===== src/hdl/noc_flit_pkg.sv =====
`default_nettype none

////////////////////////////////////////////////////////////////////////////
// flit format shared by every router port
////////////////////////////////////////////////////////////////////////////
package noc_flit_pkg;

   // 4 x 4 mesh, two bits per axis
   localparam int coord_w = 2;
   localparam int payload_w = 16;

   typedef logic [coord_w-1:0] coord_t;
   typedef logic [payload_w-1:0] payload_t;

   // bit 1 marks a head, bit 0 marks a tail
   typedef logic [1:0] flit_kind_t;

   localparam flit_kind_t FLIT_BODY = 2'b00;
   localparam flit_kind_t FLIT_TAIL = 2'b01;
   localparam flit_kind_t FLIT_HEAD = 2'b10;
   localparam flit_kind_t FLIT_SINGLE = 2'b11;

   // dest fields only meaningful on head or single
   typedef struct packed {
      flit_kind_t kind;
      coord_t dest_x;
      coord_t dest_y;
      payload_t payload;
   } flit_t;

   // last flit of a packet
   function automatic logic is_tail(input flit_kind_t kind);
      return (kind == FLIT_TAIL) || (kind == FLIT_SINGLE);
   endfunction

endpackage

`default_nettype wire


===== src/hdl/noc_port_pkg.sv =====
`default_nettype none

////////////////////////////////////////////////////////////////////////////
// router port numbering and request vectors
////////////////////////////////////////////////////////////////////////////
package noc_port_pkg;

   // local plus four mesh neighbours
   localparam int num_ports = 5;

   // port order fixes the bit order of every request and grant
   typedef enum logic [2:0] {
      PORT_LOCAL = 3'd0,
      PORT_EAST = 3'd1,
      PORT_NORTH = 3'd2,
      PORT_WEST = 3'd3,
      PORT_SOUTH = 3'd4
   } port_t;

   // one bit per port, indexed by port_t
   typedef logic [num_ports-1:0] port_req_t;

   // round-robin successor, south wraps to local
   function automatic port_t next_port(input port_t p);
      if (p == PORT_SOUTH) begin
         return PORT_LOCAL;
      end
      return port_t'(3'(p) + 3'd1);
   endfunction

endpackage

`default_nettype wire


===== src/hdl/flit_fifo.sv =====
`timescale 1ns/1ps
`default_nettype none

module flit_fifo #(
   parameter int fifo_depth = 4
) (
   input  wire                  clk,
   input  wire                  arst_n,
   input  wire                  push,
   input  noc_flit_pkg::flit_t  din,
   input  wire                  pop,
   output noc_flit_pkg::flit_t  dout,
   output logic                 empty,
   output logic                 full
);
   import noc_flit_pkg::*;

   localparam int ptr_w = (fifo_depth > 1) ? $clog2(fifo_depth) : 1;
   localparam int count_w = $clog2(fifo_depth + 1);

   // storage
   flit_t mem [fifo_depth];

   logic [ptr_w-1:0] wr_ptr;
   logic [ptr_w-1:0] rd_ptr;
   logic [count_w-1:0] count;

   // pointer wrap at the last slot, depth need not be a power of two
   function automatic logic [ptr_w-1:0] ptr_inc(input logic [ptr_w-1:0] p);
      if (p == ptr_w'(fifo_depth - 1)) begin
         return '0;
      end
      return p + 1'b1;
   endfunction

   always_ff @(posedge clk or negedge arst_n) begin
      if (!arst_n) begin
         wr_ptr <= '0;
         rd_ptr <= '0;
         count <= '0;
      end else begin
         if (push) begin
            wr_ptr <= ptr_inc(wr_ptr);
         end
         if (pop) begin
            rd_ptr <= ptr_inc(rd_ptr);
         end
         // simultaneous push and pop keep the count
         case ({push, pop})
            2'b10: count <= count + 1'b1;
            2'b01: count <= count - 1'b1;
            default: count <= count;
         endcase
      end
   end

   // write port
   always_ff @(posedge clk) begin
      if (push) begin
         mem[wr_ptr] <= din;
      end
   end

   // head of queue, valid while not empty
   assign dout = mem[rd_ptr];
   assign empty = (count == '0);
   assign full = (count == count_w'(fifo_depth));

endmodule

`default_nettype wire


===== src/hdl/input_unit.sv =====
`timescale 1ns/1ps
`default_nettype none

module input_unit #(
   parameter int x_cur = 0,
   parameter int y_cur = 0,
   parameter int fifo_depth = 4
) (
   input  wire                     clk,
   input  wire                     arst_n,
   input  wire                     in_valid,
   input  noc_flit_pkg::flit_t     in_flit,
   input  noc_port_pkg::port_req_t grant,
   output noc_port_pkg::port_req_t req,
   output noc_flit_pkg::flit_t     head_flit,
   output logic                    pop
);
   import noc_flit_pkg::*;
   import noc_port_pkg::*;

   // wormhole state of this input
   typedef enum logic {
      IDLE,
      ROUTED
   } wh_state_t;

   wh_state_t state_q;
   port_req_t route_q;
   port_req_t rc_req;
   port_req_t route;
   flit_t fifo_head;
   logic fifo_empty;
   logic head_is_tail;

   // flits land here on the edge they are strobed
   flit_fifo #(
      .fifo_depth(fifo_depth)
   ) u_fifo (
      .clk   (clk),
      .arst_n(arst_n),
      .push  (in_valid),
      .din   (in_flit),
      .pop   (pop),
      .dout  (fifo_head),
      .empty (fifo_empty),
      .full  ()
   );

   // only looked at while idle, when the queue head is a head flit
   route_compute #(
      .x_cur(x_cur),
      .y_cur(y_cur)
   ) u_route (
      .dest_x(fifo_head.dest_x),
      .dest_y(fifo_head.dest_y),
      .port  (),
      .req   (rc_req)
   );

   assign head_is_tail = is_tail(fifo_head.kind);

   // body and tail flits follow the latched route
   assign route = (state_q == ROUTED) ? route_q : rc_req;
   assign req = fifo_empty ? '0 : route;

   // output unit grants only on a raised request
   assign pop = |grant;
   assign head_flit = fifo_head;

   ////////////////////////////////////////////////////////////////////////////
   // packet tracking
   ////////////////////////////////////////////////////////////////////////////
   always_ff @(posedge clk or negedge arst_n) begin
      if (!arst_n) begin
         state_q <= IDLE;
      end else begin
         case (state_q)
            IDLE: if (pop && !head_is_tail) state_q <= ROUTED;
            ROUTED: if (pop && head_is_tail) state_q <= IDLE;
            default: state_q <= IDLE;
         endcase
      end
   end

   // hold the head's route for the rest of the packet
   always_ff @(posedge clk) begin
      if (state_q == IDLE && pop) begin
         route_q <= rc_req;
      end
   end

endmodule

`default_nettype wire


===== src/hdl/mesh_router.sv =====
`timescale 1ns/1ps
`default_nettype none

module mesh_router #(
   parameter int x_cur = 2,
   parameter int y_cur = 3,
   parameter int fifo_depth = 4
) (
   input  wire                                                 clk,
   input  wire                                                 arst_n,
   input  noc_port_pkg::port_req_t                             in_valid,
   input  noc_flit_pkg::flit_t [noc_port_pkg::num_ports-1:0]   in_flit,
   output noc_port_pkg::port_req_t                             out_valid,
   output noc_flit_pkg::flit_t [noc_port_pkg::num_ports-1:0]   out_flit
);
   import noc_flit_pkg::*;
   import noc_port_pkg::*;

   // row per input unit
   port_req_t [num_ports-1:0] in_req;
   port_req_t [num_ports-1:0] in_grant;
   // row per output unit
   port_req_t [num_ports-1:0] out_req;
   port_req_t [num_ports-1:0] out_grant;

   // queue heads, broadcast to all outputs
   flit_t [num_ports-1:0] head_flits;
   // one pop strobe per input
   port_req_t in_pop;

   ////////////////////////////////////////////////////////////////////////////
   // input side
   ////////////////////////////////////////////////////////////////////////////
   for (genvar i = 0; i < num_ports; i++) begin : g_in
      input_unit #(
         .x_cur     (x_cur),
         .y_cur     (y_cur),
         .fifo_depth(fifo_depth)
      ) u_in (
         .clk      (clk),
         .arst_n   (arst_n),
         .in_valid (in_valid[i]),
         .in_flit  (in_flit[i]),
         .grant    (in_grant[i]),
         .req      (in_req[i]),
         .head_flit(head_flits[i]),
         .pop      (in_pop[i])
      );
   end

   // request matrix by input, grant matrix by output
   always_comb begin
      for (int o = 0; o < num_ports; o++) begin
         for (int i = 0; i < num_ports; i++) begin
            out_req[o][i] = in_req[i][o];
            in_grant[i][o] = out_grant[o][i];
         end
      end
   end

   ////////////////////////////////////////////////////////////////////////////
   // output side
   ////////////////////////////////////////////////////////////////////////////
   for (genvar o = 0; o < num_ports; o++) begin : g_out
      output_unit u_out (
         .clk      (clk),
         .arst_n   (arst_n),
         .req      (out_req[o]),
         .flits    (head_flits),
         .grant    (out_grant[o]),
         .out_valid(out_valid[o]),
         .out_flit (out_flit[o])
      );
   end

endmodule

`default_nettype wire


===== src/hdl/output_unit.sv =====
`timescale 1ns/1ps
`default_nettype none

module output_unit (
   input  wire                                                 clk,
   input  wire                                                 arst_n,
   input  noc_port_pkg::port_req_t                             req,
   input  noc_flit_pkg::flit_t [noc_port_pkg::num_ports-1:0]   flits,
   output noc_port_pkg::port_req_t                             grant,
   output logic                                                out_valid,
   output noc_flit_pkg::flit_t                                 out_flit
);
   import noc_flit_pkg::*;
   import noc_port_pkg::*;

   // priority pointer, owner of a packet in flight
   port_t ptr_q;
   port_t owner_q;
   logic locked_q;

   port_t winner;
   port_t cur_owner;
   logic any_req;
   logic fire;
   flit_t sel_flit;

   ////////////////////////////////////////////////////////////////////////////
   // round-robin search starting at the pointer
   ////////////////////////////////////////////////////////////////////////////
   always_comb begin
      port_t idx;
      idx = ptr_q;
      winner = ptr_q;
      any_req = 1'b0;
      for (int i = 0; i < num_ports; i++) begin
         // first requester at or after the pointer wins
         if (!any_req && req[idx]) begin
            winner = idx;
            any_req = 1'b1;
         end
         idx = next_port(idx);
      end
   end

   // a locked output serves only its owner
   assign cur_owner = locked_q ? owner_q : winner;
   assign fire = locked_q ? req[owner_q] : any_req;
   assign grant = fire ? (port_req_t'(1'b1) << cur_owner) : '0;
   assign sel_flit = flits[cur_owner];

   ////////////////////////////////////////////////////////////////////////////
   // arbiter state
   ////////////////////////////////////////////////////////////////////////////
   always_ff @(posedge clk or negedge arst_n) begin
      if (!arst_n) begin
         ptr_q <= PORT_LOCAL;
         owner_q <= PORT_LOCAL;
         locked_q <= 1'b0;
      end else if (fire) begin
         owner_q <= cur_owner;
         // stay on this input until its tail goes out
         locked_q <= !is_tail(sel_flit.kind);
         // pointer moves once per packet, at its first flit
         if (!locked_q) begin
            ptr_q <= next_port(winner);
         end
      end
   end

   // output register
   always_ff @(posedge clk or negedge arst_n) begin
      if (!arst_n) begin
         out_valid <= 1'b0;
      end else begin
         out_valid <= fire;
      end
   end

   always_ff @(posedge clk) begin
      if (fire) begin
         out_flit <= sel_flit;
      end
   end

endmodule

`default_nettype wire


===== src/hdl/route_compute.sv =====
`timescale 1ns/1ps
`default_nettype none

module route_compute #(
   parameter int x_cur = 0,
   parameter int y_cur = 0
) (
   input  noc_flit_pkg::coord_t    dest_x,
   input  noc_flit_pkg::coord_t    dest_y,
   output noc_port_pkg::port_t     port,
   output noc_port_pkg::port_req_t req
);
   import noc_flit_pkg::*;
   import noc_port_pkg::*;

   // one extra bit so the difference keeps its sign
   localparam int diff_w = coord_w + 1;

   logic signed [diff_w-1:0] x_here;
   logic signed [diff_w-1:0] y_here;
   logic signed [diff_w-1:0] x_diff;
   logic signed [diff_w-1:0] y_diff;

   // own node position, zero extended
   assign x_here = $signed({1'b0, coord_t'(x_cur)});
   assign y_here = $signed({1'b0, coord_t'(y_cur)});

   assign x_diff = $signed({1'b0, dest_x}) - x_here;
   assign y_diff = $signed({1'b0, dest_y}) - y_here;

   ////////////////////////////////////////////////////////////////////////////
   // dimension order, x resolved before y
   ////////////////////////////////////////////////////////////////////////////
   always_comb begin
      if (x_diff > 0) begin
         port = PORT_EAST;
      end else if (x_diff < 0) begin
         port = PORT_WEST;
      end else if (y_diff > 0) begin
         // y grows toward the south edge
         port = PORT_SOUTH;
      end else if (y_diff < 0) begin
         port = PORT_NORTH;
      end else begin
         // arrived
         port = PORT_LOCAL;
      end
   end

   // exactly one bit, at the chosen port
   assign req = port_req_t'(1'b1) << port;

endmodule

`default_nettype wire


===== config.mk =====
export PLATFORM = sky130hd
export DESIGN_NAME = mesh_router
export DESIGN_NICKNAME = d
export VERILOG_FILES = /design/src/hdl/noc_flit_pkg.sv /design/src/hdl/noc_port_pkg.sv /design/src/hdl/flit_fifo.sv /design/src/hdl/input_unit.sv /design/src/hdl/mesh_router.sv /design/src/hdl/output_unit.sv /design/src/hdl/route_compute.sv
export SDC_FILE = /design/constraint.sdc
export NUM_CORES = 1
export LEC_CHECK = 0
export BUFFER_PORTS_ARGS = -buffer_cell sky130_fd_sc_hd__buf_2
export CORE_MARGIN = 2
export CORE_UTILIZATION = 56
export CTS_CLUSTER_SIZE = 20
export DETAILED_ROUTE_END_ITERATION = 10
export PLACE_DENSITY = 0.81
export SLEW_MARGIN = 40
export SYNTH_ARGS = -nofsm -noshare
export SYNTH_HDL_FRONTEND = slang
export SYNTH_SLANG_ARGS = --single-unit

===== constraint.sdc =====
create_clock -name clk -period 10.2 [get_ports clk]
set_input_delay 1.02 -clock clk [delete_from_list [all_inputs] [get_ports clk]]
set_output_delay 1.02 -clock clk [all_outputs]
set_load 0.1 [all_outputs]

==> results.yml, run 1 <==
clocking:
  cts.root.buffer_cell: "clkbuf_16"
  post_cts_buffers: 0
  cts_buffer_depth: 3
  hold_buffers: 0
  worstSkewPairLatency_ps: 640
  clock-sinks: 655
  cts_tree: "built"
  cts_htree_levels: 3
  cts.repair.resized: 0
  cts_buffers: 69
  clk_pin_slew_worst_paths_ps: 60
routing:
  drtPass1Iterations: 6
  met1_length_mm: 37.1
  met2_length_mm: 50.3
  vias_per_cell: 7.07
  highest_layer: "met5"
  dr_total_vias: 24300
  wl_mm: 105
  drtAntennaViolNets: 0
  drcViolationCount: 0
  drt_iter0_drc: 3284
  routed-wl-met3_mm: 10.8
  wl_per_cell_microns: 30.4
critical_path:
  critPathLaunchType: "register"
  crit_type: "reg2reg"
  cp-end-kind: "register"
  rrSetupSlack_ps: 3000
  cp.arrival_ps: 7750
  required_ps: 10760
  worstPathMaxFanout: 15
grt:
  grt_pass1_wl_mm: 154
  grt.total_usage: 0.332
  grt_pass1_vias: 24000
  antenna_found_initial: 11
  overflow: 0
  grt_max_degree: 62
timing:
  hold_viol_final: 0
  setup_violations: 0
  finClkSkew_ps: 31.4
  worst_pin_slew_ps: 858
  slew_viol_final: 0
  fin_crit_sh: 0.706
  fmax_mhz: 139
  fin_crit_ps: 7200
  slew_headroom: 0.425
  tns_ps: 0
  hold_ws_ps: 336
  rsz0062_at_grt: "no"
yosys:
  ys_types: 119
  synth_area_leaders: "edfxtp_1 51%, mux4_2 12%, dfrtp_1 5.9%"
  netlist_area_sq_um: 34100
  synth_edf_count: 575
  yosys_warnings: 0
  seq_area_frac_synth: 0.566
  synth.avg_cell_area_sq_um: 14.3
  synth_largest_area_cell: "edfxtp_1"
  synth_top_flop_cell: "edfxtp_1"
  synthDominantCellAreaShare: 0.507
  synth_cells: 2378
  ys_ff_latch: 655
  synthArstFlopShare: 0.122
hold_path:
  hp-class: "in2async"
floorplan:
  fp.coreArea_sq_um: 60200
  ioPinCount: 232
  fp.dieArea_sq_um: 62800
  rows: 90
  dieHeight_microns: 251
  die_w_microns: 251
  start_util: 0.565
final_layout:
  synthToLayoutAreaGrowth_pct: 13.0
  drive_above_1_share: 0.260
  fin_nets: 2795
  stdcell_area_sq_um: 38500
  final_common_cell: "edfxtp_1"
  fin_cells: 3444
  fillers: 4160
  final_cell_mix: "575 x edfxtp_1, 230 x buf_2, 178 x mux4_2"
placement:
  placed_area_sq_um: 36000
  io_buffers: 231
  dp_hpwl_mm: 73.8
  dpl.cell_count: 3311
  gp_congestion: 0.992
job:
  cap_violations: 0
run_status:
  status: "finished, final reports clean"
## through the flow
| step | setup slack (ps) | util |
|---|---|---|
| after floorplan | 3970 | - |
| after global placement | 3140 | 0.597 |
| final | 3000 | 0.639 |
| after detailed placement | 3140 | 0.598 |
| after global routing | 2390 | 0.639 |
| after CTS | 3110 | 0.639 |
## per-layer routing
metal,vias to the layer above,track usage
li1,10100,-
met2,1667,0.538
met1,12100,0.415
met3,423,0.0738
met5,-,0
met4,8,0.191
## worst paths after layout
kind	from	to	cells after the start
setup / recovery	g_out[3].u_out.ptr_q[0]	g_in[0].u_in.u_fifo.count[2]	24
hold / removal	arst_n	g_in[0].u_in.u_fifo.wr_ptr[0]	1
setup reg to reg	g_out[3].u_out.ptr_q[0]	g_in[0].u_in.u_fifo.count[2]	24
hold reg to reg	g_in[4].u_in.u_fifo.count[2]	g_in[4].u_in.u_fifo.count[2]	1
max in group asynchronous	arst_n	g_in[4].u_in.u_fifo.wr_ptr[0]	2
min in group clk	g_in[4].u_in.u_fifo.count[2]	g_in[4].u_in.u_fifo.count[2]	1
## cells in the mapped netlist (8+ instances only)
library cell and n:
clkbuf_1 71, buf_2 27, or4_1 12, edfxtp_1 575, or2_2 9, a21o_1 18
nand4_1 10, a31oi_1 30, nand3_1 47, a22oi_1 19, mux2i_1 112, a21oi_1 49
ha_1 73, a221o_1 13, nand2b_1 16, o211ai_1 22, or3_1 23, mux4_2 178
o221ai_1 13, and3_1 23, nand2_1 99, o21ai_0 81, dfrtp_1 80, o22ai_1 16
mux2_1 9, inv_1 105, o2111ai_1 10, nor2b_1 18, a22o_1 91, and2_1 46
buf_4 8, mux2_2 17, o21a_1 13, o311a_1 8, nor2_1 111, a211oi_1 18
o21ai_1 16, a221oi_1 13, xor2_1 12, nor3_1 32, a211o_1 10, nor4_1 13
## cells by family (layout without fill, tap and decap cells)
kind of cell               after synthesis  in the layout  share of synthesized area
other                                    1             11                   0.000110
and+or+nand+nor                        513            513                     0.0822
adders and majority gates               78             78                     0.0298
DFF                                    655            655                      0.566
xor gates and xnor gates                18             18                    0.00463
muxes                                  318            318                      0.160
buffers and inverters                  232            506                     0.0285
AOI/OAI and AO/OA                      563            563                      0.129
## worst max-delay path, cell delays in order (launching register included)
cell      delay [ps]
dfrtp_1          600
clkinv_1         370
ha_1             460
inv_1            100
ha_1             230
o21ai_0          110
a22o_1           280
inv_1            130
ha_1             240
or4_4            550
a221o_1          360
a2111o_1         450
a31oi_1          650
a21o_1           520
buf_4            370
nand3_1          140
o221ai_1         120
and3b_1          340
inv_2             90
ha_1             170
inv_1             60
fa_1             370
xor2_1           150
nor2_1           110
xor2_1           150
## state kept, by name (all words and copies together) (netlist names), named ones only
name,count
g_out.u_out.out_flit,110
g_out.u_out.ptr_q,15
g_in.u_in.u_fifo.wr_ptr,10
g_in.u_in.u_fifo.rd_ptr,10
g_out.u_out.locked_q,5
g_in.u_in.route_q,25
g_out.u_out.owner_q,15
g_in.u_in.u_fifo.mem,440
g_out.u_out.out_valid,5
g_in.u_in.u_fifo.count,15
## area by class of cell
class | instances | area (sq um) | area share
clock buffers | 88 | 1860 | 0.0483
inverters | 114 | 428 | 0.0111
flip-flops and latches | 655 | 19300 | 0.501
clock inverters | 39 | 576 | 0.0150
diodes | 6 | 15.0 | 0.000390
multi-input cells | 1495 | 13900 | 0.362
well taps | 782 | 978 | 0.0254
repair buffers | 265 | 1430 | 0.0370
Power of run 1 is not shown: default switching activity piles up to over one toggle a cycle in this logic, so the estimate is an artifact.
==> run 2, diff against run 1 <==
==> constraint.sdc (replaced) <==
create_clock -name clk -period 6.8 [get_ports clk]
set_input_delay 0.68 -clock clk [delete_from_list [all_inputs] [get_ports clk]]
set_output_delay 0.68 -clock clk [all_outputs]
set_load 0.1 [all_outputs]
==> run 2 against run 1 <==
Net effect: global-route usage increased by 0.14 points; non-clock buffer count rose by 29; maximum frequency grew 12%; via count rose by 0.41%; sequential cell count is the same; first-iteration DRC count is 4.0% higher; highest routed layer unchanged.
==> results.yml, run 2 (synthesis gave the netlist of run 1 again) <==
run_status:
  status: "finished, final reports clean"
grt:
  grt_pass1_wl_mm: 155
  grt.total_usage: 0.334
  grt_pass1_vias: 24100
  grt_max_degree: 47
  overflow: 0
  antenna_found_initial: 11
placement:
  pre_cts_ws_ps: 404
  io_buffers: 231
  gp_congestion: 1.03
  dp_hpwl_mm: 74.8
  dpl.cell_count: 3339
floorplan:
  fp.dieArea_sq_um: 62800
  rows: 90
  ioPinCount: 232
  fp.coreArea_sq_um: 60200
  die_w_microns: 251
  start_util: 0.565
  dieHeight_microns: 251
timing:
  finClkSkew_ps: 30.9
  tns_ps: 0
  fin_crit_sh: 0.944
  rsz0062_at_grt: "no"
  postLayoutSetupSlackWorst_ps: 380
  worst_pin_slew_ps: 786
  setup_violations: 0
  hold_viol_final: 0
  slew_viol_final: 0
  slew_headroom: 0.462
  fmax_mhz: 156
  fin_crit_ps: 6420
critical_path:
  crit_end: "g_in[3].u_in.u_fifo.count[2]"
  critPathLaunchType: "register"
  cp-end-kind: "register"
  cp-startpoint: "g_out[2].u_out.ptr_q[0]"
  worstPathMaxFanout: 34
  required_ps: 7340
  r2r_cells: 26
  rrSetupSlack_ps: 380
  cp.arrival_ps: 6960
  crit_type: "reg2reg"
  worstReg2RegStart: "g_out[2].u_out.ptr_q[0]"
  worst_r2r_endpoint: "g_in[3].u_in.u_fifo.count[2]"
routing:
  vias_per_cell: 7.03
  drcViolationCount: 0
  drtAntennaViolNets: 0
  wl_mm: 105
  drtPass1Iterations: 8
  drt_iter0_drc: 3415
  dr_total_vias: 24400
  wl_per_cell_microns: 30.2
clocking:
  worstSkewPairLatency_ps: 630
  cts_htree_levels: 3
  post_cts_buffers: 0
  cts_tree: "built"
  clock-sinks: 655
  cts_buffer_depth: 3
  clk_pin_slew_worst_paths_ps: 60
  cts_buffers: 69
  cts.root.buffer_cell: "clkbuf_16"
final_layout:
  final_cell_mix: "575 x edfxtp_1, 230 x buf_2, 178 x mux4_2"
  final_common_cell: "edfxtp_1"
  top_register: "g_in.u_in.u_fifo.mem"
  largest_reg_flops: 440
  synthToLayoutAreaGrowth_pct: 13.0
  fillers: 4246
  seq_area_sq_um: 19300
  multi_input_area_sq_um: 13900
  reg_top3: "g_in.u_in.u_fifo.mem (440), g_out.u_out.out_flit (110), g_in.u_in.route_q (25)"
  fin_cells: 3476
  drive_above_1_share: 0.264
  fin_nets: 2824
hold_path:
  hp-class: "in2async"
job:
  cap_violations: 0
==> run 2: worst max-delay path, cell delays in order, from the launching register on <==
cell	delay, ps
dfrtp_1	500
inv_1	180
ha_1	290
nand2_1	80
nand2_1	90
ha_1	240
o21ai_0	80
a22o_1	410
inv_1	160
ha_1	280
or4_4	560
and2_1	180
or3_1	370
o211a_1	280
a211oi_1	250
o22ai_1	180
o21ai_4	190
buf_4	520
and3_1	310
nor3_4	70
inv_2	60
ha_1	170
inv_1	60
fa_1	380
xor2_1	150
nor2_1	110
xor2_1	150
==> run 2: area by class of cell <==
type	instances	share of cell area
antenna	11	0.000715
tap	782	0.0254
multi-input combinational	1495	0.362
inverter	114	0.0112
sequential	655	0.501
clock buffer	84	0.0471
clock inverter	41	0.0101
timing repair buffer	294	0.0424
==> run 2: worst min-delay path by stage <==
| stage | start | to | slack, ps | depth (start not counted) |
|---|---|---|---|---|
| after floorplan | arst_n | asynchronous set/reset pin | 380 | 0 |
| after global placement | g_in[3].u_in.u_fifo.count[2] | g_in[3].u_in.u_fifo.count[2] | 500 | 1 |
| after detailed placement | g_in[4].u_in.u_fifo.count[2] | g_in[4].u_in.u_fifo.count[2] | 520 | 1 |
| after CTS | arst_n | g_in[1].u_in.u_fifo.wr_ptr[0] | 70 | 1 |
| after global routing | arst_n | g_in[0].u_in.u_fifo.wr_ptr[1] | 90 | 1 |
| final | arst_n | g_in[1].u_in.u_fifo.wr_ptr[1] | 70 | 1 |
==> run 2: what timing repair did <==
action	4_1_cts	5_1_grt
hold buffers	0	0
endpoints found under the setup margin	0	6
resized for setup	0	9
==> run 2: metrics by stage <==
stage,utilization,instance area [sq um],hold WS [ps]
final,0.639,38500,67.7
after CTS,0.638,38400,74.5
after global routing,0.639,38500,93.7
after global placement,0.601,36200,500
after floorplan,-,34100,384
after detailed placement,0.601,36200,519
==> run 2: routing by layer <==
layer / vias to the layer above / global-route usage / part of all wire
li1: 10200 / - / -
met1: 12100 / 0.413 / 0.35
met2: 1745 / 0.536 / 0.48
met3: 406 / 0.0763 / 0.10
met4: 6 / 0.205 / 0.069
met5: - / 0 / 0.00033
Power of run 2 is left out for the same reason.
